**src/axi_rd_params.svh**
```systemverilog
////////////////////////////////////////
// axi read controller widths
// fixed bus and sram geometry shared by all blocks
////////////////////////////////////////

`ifndef AXI_RD_PARAMS_SVH
`define AXI_RD_PARAMS_SVH

// axi side
`define AXI_ADDR_W   32   // byte address
`define AXI_DATA_W   64   // read data
`define AXI_ID_W     16
`define AXI_USER_W   10
`define AXI_LEN_W    8    // beats minus one

// sram side
`define MEM_ADDR_W   13   // word address
`define MEM_OFFSET_W 3    // byte offset inside a 64-bit word

`endif

```
**src/axi_rd_pkg.sv**
```systemverilog
////////////////////////////////////////
// axi read controller types
// width typedefs and controller state encoding
////////////////////////////////////////

`default_nettype none

`include "axi_rd_params.svh"

package axi_rd_pkg;

    typedef logic [`AXI_ADDR_W-1:0]  axi_addr_t;
    typedef logic [`AXI_DATA_W-1:0]  axi_data_t;
    typedef logic [`AXI_ID_W-1:0]    axi_id_t;
    typedef logic [`AXI_USER_W-1:0]  axi_user_t;
    typedef logic [`AXI_LEN_W-1:0]   axi_len_t;
    typedef logic [`MEM_ADDR_W-1:0]  mem_addr_t;

    // one bit wider than the length so 256 beats fit
    typedef logic [`AXI_LEN_W:0]     beat_cnt_t;

    typedef enum logic [2:0] {
        IDLE,
        SINGLE_R,            // single word on the bus straight from sram
        WAIT_RREADY,         // single word held in the buffer
        BURST_R,
        WAIT_BURST_GRANT,    // beat taken, next word not granted yet
        WAIT_BURST_RREADY,
        LAST_BURST_R,
        WAIT_LAST_RREADY
    } rd_state_e;

endpackage

`default_nettype wire

```
**src/ar_burst_ctx.sv**
```systemverilog
////////////////////////////////////////
// read request context
// holds id, user, base and length, counts burst words
////////////////////////////////////////

`timescale 1ns/1ps
`default_nettype none

`include "axi_rd_params.svh"

module ar_burst_ctx (
    input  wire logic                  clk,
    input  wire logic                  rst_n,

    input  wire axi_rd_pkg::axi_addr_t araddr_i,
    input  wire axi_rd_pkg::axi_len_t  arlen_i,
    input  wire axi_rd_pkg::axi_id_t   arid_i,
    input  wire axi_rd_pkg::axi_user_t aruser_i,

    input  wire logic                  ctx_load_i,   // AR accepted
    input  wire logic                  beat_adv_i,   // burst word granted
    input  wire logic                  use_base_i,

    output logic                       arlen_zero_o,
    output logic                       last_beat_o,
    output axi_rd_pkg::mem_addr_t      mem_a_o,
    output axi_rd_pkg::axi_id_t        rid_o,
    output axi_rd_pkg::axi_user_t      ruser_o
);

    import axi_rd_pkg::*;

    mem_addr_t word_addr;    // incoming byte address as a word index
    mem_addr_t base_q;
    axi_len_t  len_q;
    beat_cnt_t cnt_q;        // index of the next word to request

    assign word_addr    = araddr_i[`MEM_ADDR_W+`MEM_OFFSET_W-1:`MEM_OFFSET_W];
    assign arlen_zero_o = (arlen_i == '0);

    ////////////////////////////////////////
    // beat counter
    ////////////////////////////////////////

    always_ff @(posedge clk or negedge rst_n)
    begin
        if (!rst_n)
        begin
            cnt_q <= '0;
        end
        else if (ctx_load_i)
        begin
            // word 0 is requested together with the AR handshake
            if (arlen_zero_o)
                cnt_q <= '0;
            else
                cnt_q <= beat_cnt_t'(1);
        end
        else if (beat_adv_i)
        begin
            cnt_q <= cnt_q + beat_cnt_t'(1);
        end
    end

    // request fields, echoed on every beat
    always_ff @(posedge clk)
    begin
        if (ctx_load_i)
        begin
            rid_o   <= arid_i;
            ruser_o <= aruser_i;
            base_q  <= word_addr;
            len_q   <= arlen_i;
        end
    end

    assign mem_a_o     = use_base_i ? word_addr : base_q + mem_addr_t'(cnt_q);
    assign last_beat_o = (cnt_q == beat_cnt_t'(len_q));

endmodule

`default_nettype wire

```
**src/axi_rd_ctrl.sv**
```systemverilog
////////////////////////////////////////
// axi4 read-only controller
// serves AR bursts from an arbitrated sram
////////////////////////////////////////

`timescale 1ns/1ps
`default_nettype none

module axi_rd_ctrl (
    input  wire logic                  clk,
    input  wire logic                  rst_n,

    // AR channel
    input  wire axi_rd_pkg::axi_id_t   arid_i,
    input  wire axi_rd_pkg::axi_addr_t araddr_i,
    input  wire axi_rd_pkg::axi_len_t  arlen_i,
    input  wire axi_rd_pkg::axi_user_t aruser_i,
    input  wire logic                  arvalid_i,
    output logic                       arready_o,

    // R channel
    output axi_rd_pkg::axi_id_t        rid_o,
    output axi_rd_pkg::axi_data_t      rdata_o,
    output logic                       rlast_o,
    output axi_rd_pkg::axi_user_t      ruser_o,
    output logic                       rvalid_o,
    input  wire logic                  rready_i,

    // sram port
    output logic                       mem_cen_o,
    output axi_rd_pkg::mem_addr_t      mem_a_o,
    input  wire axi_rd_pkg::axi_data_t mem_q_i,

    // arbiter
    input  wire logic                  grant_i,
    output logic                       req_o
);

    logic arlen_zero;
    logic last_beat;
    logic ctx_load;
    logic beat_adv;
    logic use_base;
    logic capture;
    logic hold_sel;

    axi_rd_fsm fsm_i (
        .clk          (clk),
        .rst_n        (rst_n),
        .arvalid_i    (arvalid_i),
        .arlen_zero_i (arlen_zero),
        .grant_i      (grant_i),
        .rready_i     (rready_i),
        .last_beat_i  (last_beat),
        .arready_o    (arready_o),
        .rvalid_o     (rvalid_o),
        .rlast_o      (rlast_o),
        .req_o        (req_o),
        .mem_cen_o    (mem_cen_o),
        .ctx_load_o   (ctx_load),
        .beat_adv_o   (beat_adv),
        .use_base_o   (use_base),
        .capture_o    (capture),
        .hold_sel_o   (hold_sel)
    );

    ar_burst_ctx ctx_i (
        .clk          (clk),
        .rst_n        (rst_n),
        .araddr_i     (araddr_i),
        .arlen_i      (arlen_i),
        .arid_i       (arid_i),
        .aruser_i     (aruser_i),
        .ctx_load_i   (ctx_load),
        .beat_adv_i   (beat_adv),
        .use_base_i   (use_base),
        .arlen_zero_o (arlen_zero),
        .last_beat_o  (last_beat),
        .mem_a_o      (mem_a_o),
        .rid_o        (rid_o),
        .ruser_o      (ruser_o)
    );

    r_beat_buffer buf_i (
        .clk          (clk),
        .rst_n        (rst_n),
        .mem_q_i      (mem_q_i),
        .capture_i    (capture),
        .hold_sel_i   (hold_sel),
        .rdata_o      (rdata_o)
    );

endmodule

`default_nettype wire

```
**src/axi_rd_fsm.sv**
```systemverilog
////////////////////////////////////////
// axi read controller state machine
// sequences AR accept, sram requests and R beats
////////////////////////////////////////

`timescale 1ns/1ps
`default_nettype none

module axi_rd_fsm (
    input  wire logic clk,
    input  wire logic rst_n,

    input  wire logic arvalid_i,
    input  wire logic arlen_zero_i,   // incoming request is a single read
    input  wire logic grant_i,
    input  wire logic rready_i,
    input  wire logic last_beat_i,    // word being issued is the final one

    output logic      arready_o,
    output logic      rvalid_o,
    output logic      rlast_o,
    output logic      req_o,
    output logic      mem_cen_o,
    output logic      ctx_load_o,
    output logic      beat_adv_o,
    output logic      use_base_o,
    output logic      capture_o,
    output logic      hold_sel_o
);

    import axi_rd_pkg::*;

    rd_state_e state_q;
    rd_state_e state_d;

    logic fresh_word;    // sram output carries the beat on the bus
    logic hold_state;    // beat comes from the buffer
    logic last_state;    // beat on the bus ends the transfer
    logic burst_state;
    logic can_start;     // a new AR may be taken this cycle
    logic burst_issue;   // next burst word requested this cycle
    logic mem_req;

    ////////////////////////////////////////
    // state decode
    ////////////////////////////////////////

    assign fresh_word  = (state_q == SINGLE_R) || (state_q == BURST_R)
                         || (state_q == LAST_BURST_R);
    assign hold_state  = (state_q == WAIT_RREADY) || (state_q == WAIT_BURST_RREADY)
                         || (state_q == WAIT_LAST_RREADY);
    assign last_state  = (state_q == SINGLE_R) || (state_q == WAIT_RREADY)
                         || (state_q == LAST_BURST_R) || (state_q == WAIT_LAST_RREADY);
    assign burst_state = (state_q == BURST_R) || (state_q == WAIT_BURST_GRANT)
                         || (state_q == WAIT_BURST_RREADY);

    // idle, or the final beat leaves in this cycle
    assign can_start = (state_q == IDLE) || (last_state && rready_i);

    // a burst word goes out once the previous beat is taken
    assign burst_issue = (state_q == WAIT_BURST_GRANT)
                         || (((state_q == BURST_R) || (state_q == WAIT_BURST_RREADY))
                             && rready_i);

    ////////////////////////////////////////
    // outputs
    ////////////////////////////////////////

    assign mem_req    = can_start ? arvalid_i : burst_issue;
    assign req_o      = mem_req;
    assign mem_cen_o  = ~mem_req;          // active low

    assign arready_o  = can_start && grant_i;
    assign ctx_load_o = can_start && grant_i && arvalid_i;
    assign beat_adv_o = burst_issue && grant_i;
    assign use_base_o = ~burst_state;     // address straight from araddr

    assign rvalid_o   = fresh_word || hold_state;
    assign rlast_o    = last_state;

    // keep the sram word before the next cycle overwrites it
    assign capture_o  = fresh_word && !rready_i;
    assign hold_sel_o = hold_state;

    ////////////////////////////////////////
    // next state
    ////////////////////////////////////////

    always_comb
    begin
        state_d = state_q;

        if (can_start)
        begin
            if (arvalid_i && grant_i)
            begin
                if (arlen_zero_i)
                    state_d = SINGLE_R;
                else
                    state_d = BURST_R;
            end
            else
            begin
                state_d = IDLE;
            end
        end
        else
        begin
            case (state_q)
                SINGLE_R:
                begin
                    state_d = WAIT_RREADY;   // rready low here
                end

                BURST_R,
                WAIT_BURST_RREADY:
                begin
                    if (!rready_i)
                        state_d = WAIT_BURST_RREADY;
                    else if (!grant_i)
                        state_d = WAIT_BURST_GRANT;
                    else if (last_beat_i)
                        state_d = LAST_BURST_R;
                    else
                        state_d = BURST_R;
                end

                WAIT_BURST_GRANT:
                begin
                    if (grant_i)
                    begin
                        if (last_beat_i)
                            state_d = LAST_BURST_R;
                        else
                            state_d = BURST_R;
                    end
                end

                LAST_BURST_R:
                begin
                    state_d = WAIT_LAST_RREADY;
                end

                WAIT_RREADY,
                WAIT_LAST_RREADY:
                begin
                    state_d = state_q;       // wait for the master
                end

                default:
                begin
                    state_d = IDLE;
                end
            endcase
        end
    end

    always_ff @(posedge clk or negedge rst_n)
    begin
        if (!rst_n)
            state_q <= IDLE;
        else
            state_q <= state_d;
    end

endmodule

`default_nettype wire

```
**src/r_beat_buffer.sv**
```systemverilog
////////////////////////////////////////
// read beat buffer
// keeps the sram word while rready is low
////////////////////////////////////////

`timescale 1ns/1ps
`default_nettype none

module r_beat_buffer (
    input  wire logic                  clk,
    input  wire logic                  rst_n,
    input  wire axi_rd_pkg::axi_data_t mem_q_i,
    input  wire logic                  capture_i,   // master stalled on a fresh word
    input  wire logic                  hold_sel_i,  // drive the held copy
    output axi_rd_pkg::axi_data_t      rdata_o
);

    import axi_rd_pkg::*;

    axi_data_t data_q;

    always_ff @(posedge clk or negedge rst_n)
    begin
        if (!rst_n)
            data_q <= '0;
        else if (capture_i)
            data_q <= mem_q_i;
    end

    // sram output is free to change once the word is held
    assign rdata_o = hold_sel_i ? data_q : mem_q_i;

endmodule

`default_nettype wire

```
**config.mk**
```make
export PLATFORM = sky130hd
export DESIGN_NAME = axi_rd_ctrl
export DESIGN_NICKNAME = d
export VERILOG_FILES = /design/src/axi_rd_pkg.sv /design/src/ar_burst_ctx.sv /design/src/axi_rd_ctrl.sv /design/src/axi_rd_fsm.sv /design/src/r_beat_buffer.sv
export VERILOG_INCLUDE_DIRS = /design/src
export SDC_FILE = /design/constraint.sdc
export NUM_CORES = 1
export LEC_CHECK = 0
export BUFFER_PORTS_ARGS = -buffer_cell sky130_fd_sc_hd__buf_4
export CAP_MARGIN = 20
export CORE_ASPECT_RATIO = 0.8
export CORE_MARGIN = 3
export CORE_UTILIZATION = 54
export CTS_BUF_LIST = sky130_fd_sc_hd__clkbuf_2 sky130_fd_sc_hd__clkbuf_4 sky130_fd_sc_hd__clkbuf_8
export DETAILED_ROUTE_END_ITERATION = 8
export PLACE_DENSITY = 0.95
export SLEW_MARGIN = 20
export SYNTH_ARGS = -nofsm -noshare
export SYNTH_HDL_FRONTEND = slang
export SYNTH_SLANG_ARGS = --single-unit
export TNS_END_PERCENT = 20
```
**constraint.sdc**
```tcl
create_clock -name clk -period 6.8 [get_ports clk]
set_clock_uncertainty 0.2 [all_clocks]
set_input_delay 0.68 -clock clk [delete_from_list [all_inputs] [get_ports clk]]
set_output_delay 0.68 -clock clk [all_outputs]
set_load 0.1 [all_outputs]
```
---- Yosys cells after proc, flatten, opt, wreduce, memory -nomap -nowiden ----
Cells that the tools add are included.
operators by class
  $add $sub $neg .......................... 2
  equal/unequal tests ..................... 10
  multiplexer cells ....................... 14
  bitwise operators ....................... 1
  reductions and logical operators ........ 27
operator list
  operator               number
  $mux W64               1
  $mux W9                2
  $mux W3                5
  $pmux W3 S5            1
  $add A13 B9 Y13        1
  $logic_or A1 B1 Y1     13
  $mux W13               1
  $eq A3 B3 Y1 const B   4
  $add A9 B1 Y9 const B  1
  $eq A9 B8 Y1           1
  $logic_not A8 Y1       1
  $logic_and A1 B1 Y1    7
  $eq A3 B2 Y1 const B   2
  $mux W2                2
  $reduce_or A2 Y1       2
  $eq A3 B1 Y1 const B   1
  $logic_not A3 Y1       1
  $ne A3 B2 Y1 const B   1
  $mux W1                2
  $ne A2 B1 Y1 const B   1
  $reduce_and A2 Y1      1
  $reduce_bool A2 Y1     1
  $logic_not A1 Y1       1
  $not A1 Y1             1
word-level totals
  flip-flop bits (word level) ............. 123
  bits of input ports ..................... 135
  output and inout bits ................... 108
  word-level logic and storage cells ...... 61

---- Logic depth before layout (Yosys ltp) ----
  word-level depth ........................ 9
  mapped depth ............................ 7
  gate-level depth less buffers ........... 7

---- Modules after synthesis ----
A second synthesis with hierarchy kept.
unflattened totals
  cell total of the unflattened synthesis .. 441
  area total of the unflattened synthesis .. 6666.4 um^2
modules (own cells, without submodules)
  module         times used  cells each  area an instance (um^2)  sequential area each (um^2)
  r_beat_buffer  1           206         3756.1                   1601.5
  ar_burst_ctx   1           190         2562.5                   1636.6
  axi_rd_fsm     1           45          347.8                    75.1

---- Least setup slack after synthesis ----
OpenSTA, ideal clock, no wires.
  kind .................................... reg2out
  from .................................... register ctx_i.cnt_q[0]
  to ...................................... output mem_a_o[8]
  arrival time ............................ 4.117 ns
  required time ........................... 5.920 ns
  path slack .............................. 1.803 ns
  cell stages (with the launch flop) ...... 8
  path buffers ............................ 0
  cells stage by stage .................... dfrtp_1 ha_1 fa_1 a211oi_1 nor3_1 o31a_1 o21a_1 o31ai_1
on the way
  word-level cells in the longest chain between the ends .. 2
ends and longest elaborated chain
  element                 line                text
  from (decl)             ar_burst_ctx.sv:36  beat_cnt_t cnt_q;
  from (signal assigned)  ar_burst_ctx.sv:57  cnt_q <= beat_cnt_t'(1);
  from (signal assigned)  ar_burst_ctx.sv:61  cnt_q <= cnt_q + beat_cnt_t'(1);
  $add A13 B9 Y13         ar_burst_ctx.sv:77  assign mem_a_o = use_base_i ? word_addr : base_q + mem_addr_t'(cnt_q);
  $mux W13                ar_burst_ctx.sv:77
  to (decl)               axi_rd_ctrl.sv:31   output axi_rd_pkg::mem_addr_t mem_a_o,
Every way passes these cells.

---- Final worst setup path ----
  from .................................... register ctx_i.cnt_q[0]
  to ...................................... output mem_a_o[10]
Same word-level chain as after synthesis.

==> results by stage <==
Run status:
- The flow ran to the end, and the final reports show no timing, DRC or antenna violations.

Clocking:
- The clock passes through at most 2 buffers.
- CTS placed an instance of sky130_fd_sc_hd__clkbuf_8 at the clock tree root.
- The clock net in this run drives a total of 123 sinks.
- The post-cts hold buffer count is 0.
- The CTS tree is done.
- Clock-pin slew was measured on the worst setup and hold paths at 0.08 ns.
- The post-cts repair resize count is 0.
- The number of CTS-inserted buffers is 17.
- The number of buffers added for setup after CTS is 0.
- The clock latency reported for the late side of the worst-skew pair is 0.42 ns.
- The H-tree was split into 4 levels.

Die:
- The area of the core region is 0.0109 sq mm.
- The floorplan row count is 34.
- The area of the die is 0.0126 sq mm.
- The count of pins on the block boundary is 243.
- The die is 125 um wide.
- In this run the vertical extent of the chip is 101 um.
- The initial utilization of the core area, before any placement, comes to 0.557.

Route:
- The pre-antenna-repair detailed-routing pass consisted of 5 iterations.
- Summing over every cut layer, the via total after detailed routing is 4616.
- In the routed layout, each cell is associated on average with a via count of 5.47.
- The routed wirelength normalized by instance count is 17.7 um.
- The first routing iteration left 300 violations.
- The detailed-route wire length is 15.0 mm.
- The antenna violation net count after detailed routing is 0.
- For this run, design rule violations remaining after detail routing come to 0.

Synth:
- Averaged over all synthesized cells, the footprint is 13.2 sq um.
- The largest area contributor in the netlist is sky130_fd_sc_hd__dfrtp_1.
- The cell count after synthesis is 461.
- The share of the Yosys chip area taken by registers is 0.544.
- The total nets after synthesis is 607.
- After synthesis, the share of flip-flops with an asynchronous set or reset is 0.618.
- Among all flip-flop cells after synthesis, the most frequent one is sky130_fd_sc_hd__dfrtp_1.
- The synthesized design contains 123 register bits.
- In this run, synthesis inferred 47 flip-flops with an integrated enable.
- The netlist area before placement is 0.00609 sq mm.
- Of the post-synthesis cell area, the dominant cell type holds 0.313.
- Sorting the synthesized cells by area gives the leading types as sky130_fd_sc_hd__dfrtp_1 31%, sky130_fd_sc_hd__edfxtp_1 23%, sky130_fd_sc_hd__mux2_2 23%, sky130_fd_sc_hd__ha_1 2.1%, sky130_fd_sc_hd__nand2_1 1.9%.
- The count of cell types in the netlist is 44.
- During synthesis, Yosys emitted a total of 0 warnings.

Hold path:
- The worst hold path belongs to the class input port to asynchronous set/reset pin.

Finish:
- The repair_antennas step left the layout with diodes totalling 0.
- The fraction of final layout cells with drive strength greater than 1 is 0.556.
- In the final design database the tool counted 833 nets.
- The area growth from synthesis to final layout is 35.9%.

Critical path:
- The type of element capturing the critical path is a primary output.
- The number of gates on the worst path with buffers counted is 8.
- The worst setup path is launched from a flip-flop.
- The worst path required time is 5.92 ns.
- The critical path goes through ha_1 -> fa_1 -> a211oi_1 -> nor3_1 -> o311ai_0 -> xor2_1 -> o21ai_0 -> buf_4.
- In this design, the stage delay of the slowest critical-path cell is 0.46 ns.
- The number of cells on the worst reg-to-reg path is 6.
- The kind of critical path is flip-flop to primary output.
- The number of buffers and inverters on the critical path is 1.
- The arrival time at the worst endpoint is 3.14 ns.
- The largest individual stage delay along the critical path comes from the cell sky130_fd_sc_hd__dfrtp_1.
- The maximum fanout count along the critical path is 5.
- The kind of cell adding the most delay to the critical path is compound AO/OA/AOI/OAI gates.

GRT:
- For this run, the total global-route usage over all layers was measured as 0.234.
- The first-pass GRT wire length is 23.7 mm.
- The number of antenna violations at the first check in global routing was 0.
- Entering global routing, the biggest net connects 77 pins.
- Summed over all layers, the global routing overflow is 0.
- The number of global-route vias before repair was 4777.

Timing:
- The worst pin sits at a relative slew slack of 0.371.
- The final hold violation count came to 0.
- The portion of the clock cycle consumed by the worst path in the final layout is 0.592.
- Setup repair after global routing left no endpoint under its margin.
- At the pin with the least slew margin, the transition time is 0.944 ns.
- The number of slew-limit violations in the final report is 0.
- The setup TNS is 0 ns.
- The shortest period the worst path allows is 4.02 ns.
- Timing would allow up to 249 MHz.
- Setup violations remaining at the end of the flow were counted as 0.

Place:
- The detailed-placement wirelength estimate is 10.9 mm.
- Buffers placed on the I/O ports in this run total 223.
- The weighted congestion reported at the end of routability-driven placement is 0.870.

Flow run:
- The count of max-cap constraint violations is 0.
[cells in the final DEF (no fill, tap or decap), types with 6 or more instances in the layout]
| cell type | n |
|---|---|
| sky130_fd_sc_hd__mux2_2 | 125 |
| sky130_fd_sc_hd__edfxtp_1 | 47 |
| sky130_fd_sc_hd__dfrtp_1 | 76 |
| sky130_fd_sc_hd__buf_4 | 228 |
| sky130_fd_sc_hd__o21ai_0 | 11 |
| sky130_fd_sc_hd__nand4_1 | 6 |
| sky130_fd_sc_hd__clkbuf_8 | 17 |
| sky130_fd_sc_hd__nand2_1 | 30 |
| sky130_fd_sc_hd__nor3_1 | 7 |
| sky130_fd_sc_hd__a21oi_1 | 20 |
| sky130_fd_sc_hd__ha_1 | 10 |
| sky130_fd_sc_hd__nor2_1 | 14 |
| sky130_fd_sc_hd__nand3_1 | 16 |
| sky130_fd_sc_hd__xor2_1 | 11 |
| sky130_fd_sc_hd__xnor2_1 | 12 |
| sky130_fd_sc_hd__inv_6 | 6 |
[registers in the layout (all words and copies together), names as in the netlist]
| name | flops |
|---|---|
| ctx_i.ruser_o | 10 |
| fsm_i.state_q | 3 |
| ctx_i.rid_o | 16 |
| ctx_i.base_q | 13 |
| buf_i.data_q | 64 |
| ctx_i.cnt_q | 9 |
| ctx_i.len_q | 8 |
[synthesized netlist by cell type (2+ instances only)]
master / number
sky130_fd_sc_hd__mux2_2: 125
sky130_fd_sc_hd__ha_1: 10
sky130_fd_sc_hd__buf_4: 12
sky130_fd_sc_hd__nor2_1: 14
sky130_fd_sc_hd__o21a_1: 3
sky130_fd_sc_hd__nand4_1: 6
sky130_fd_sc_hd__o21ai_0: 11
sky130_fd_sc_hd__nor3_1: 7
sky130_fd_sc_hd__dfrtp_1: 76
sky130_fd_sc_hd__nand2b_1: 4
sky130_fd_sc_hd__buf_2: 6
sky130_fd_sc_hd__a21o_1: 5
sky130_fd_sc_hd__clkbuf_1: 2
sky130_fd_sc_hd__nand2_1: 30
sky130_fd_sc_hd__mux2_1: 5
sky130_fd_sc_hd__nand3_1: 16
sky130_fd_sc_hd__nor4_1: 2
sky130_fd_sc_hd__inv_1: 5
sky130_fd_sc_hd__and3_1: 2
sky130_fd_sc_hd__nor2b_1: 4
sky130_fd_sc_hd__a21oi_1: 20
sky130_fd_sc_hd__xor2_1: 11
sky130_fd_sc_hd__a21oi_2: 2
sky130_fd_sc_hd__edfxtp_1: 47
sky130_fd_sc_hd__o31ai_1: 4
sky130_fd_sc_hd__xnor2_1: 12
sky130_fd_sc_hd__a221o_1: 2
sky130_fd_sc_hd__or3_1: 2
[area by class of cell]
cell class | instances | area [sq um]
Timing Repair Buffer | 228 | 1710
Multi-Input combinational cell | 312 | 2640
Clock inverter | 15 | 178
Sequential cell | 123 | 3310
Clock buffer | 17 | 234
Fill cell | 708 | 2660
Tap cell | 144 | 180
Inverter | 5 | 18.8
[final timing paths]
check                                                  start  slack, ns                           end
worst min-delay path                                   rst_n       0.21  buf_i.data_q[17]$_DFFE_PN0P_
worst min register to register  buf_i.data_q[14]$_DFFE_PN0P_       0.29  buf_i.data_q[14]$_DFFE_PN0P_
max in group asynchronous                              rst_n       5.59    ctx_i.cnt_q[8]$_DFFE_PN0P_
worst max-delay path              ctx_i.cnt_q[0]$_DFFE_PN0P_       2.78                   mem_a_o[10]
worst max register to register  fsm_i.state_q[1]$_DFFE_PN0P_       4.22    ctx_i.cnt_q[0]$_DFFE_PN0P_
min in group clk                                   arid_i[4]       0.23      ctx_i.rid_o[4]$_DFFE_PN_
[through the flow]
| step | std cells | util | worst slack, ns | cell area (sq um) | hold slack [ns] |
|---|---|---|---|---|---|
| 2_1_floorplan | 461 | - | 1.80 | 6090 | 0.184 |
| 3_3_place_gp | 812 | 0.719 | 3.36 | 7860 | 0.265 |
| 3_5_place_dp | 812 | 0.719 | 3.25 | 7860 | 0.276 |
| 4_1_cts | 844 | 0.756 | 2.76 | 8270 | 0.201 |
| 5_1_grt | 844 | 0.756 | 2.59 | 8270 | 0.188 |
| 6_report | 844 | 0.756 | 2.78 | 8270 | 0.208 |
[worst register-to-register path, delay by kind of cell, from the launching register on]
kind / cells / cell delay (ns)
DFF: 1 / 0.62
buffers and inverters: 1 / 0.54
and+or+nand+nor: 3 / 0.49
muxes: 1 / 0.45
AOI/OAI and AO/OA: 1 / 0.18
[logic make-up after synthesis]
kind of cell    after synthesis  share of synthesized area
buf+inv                      26                     0.0253
fa+ha+maj                    11                     0.0238
mux                         130                      0.241
compound gates               57                     0.0613
xor+xnor                     23                     0.0331
simple gates                 91                     0.0715
flops                       123                      0.544
[routing by layer]
layer | vias up | wire length (um) | GRT usage
li1 | 2156 | - | -
met1 | 2276 | 5700 | 0.270
met2 | 164 | 7940 | 0.414
met3 | 20 | 1110 | 0.0816
met4 | 0 | 206 | 0.0725
met5 | - | 0 | 0
Power is left out: the tool's default activity adds up to more than one toggle a clock period on the data nets, which glitch-free logic cannot reach.
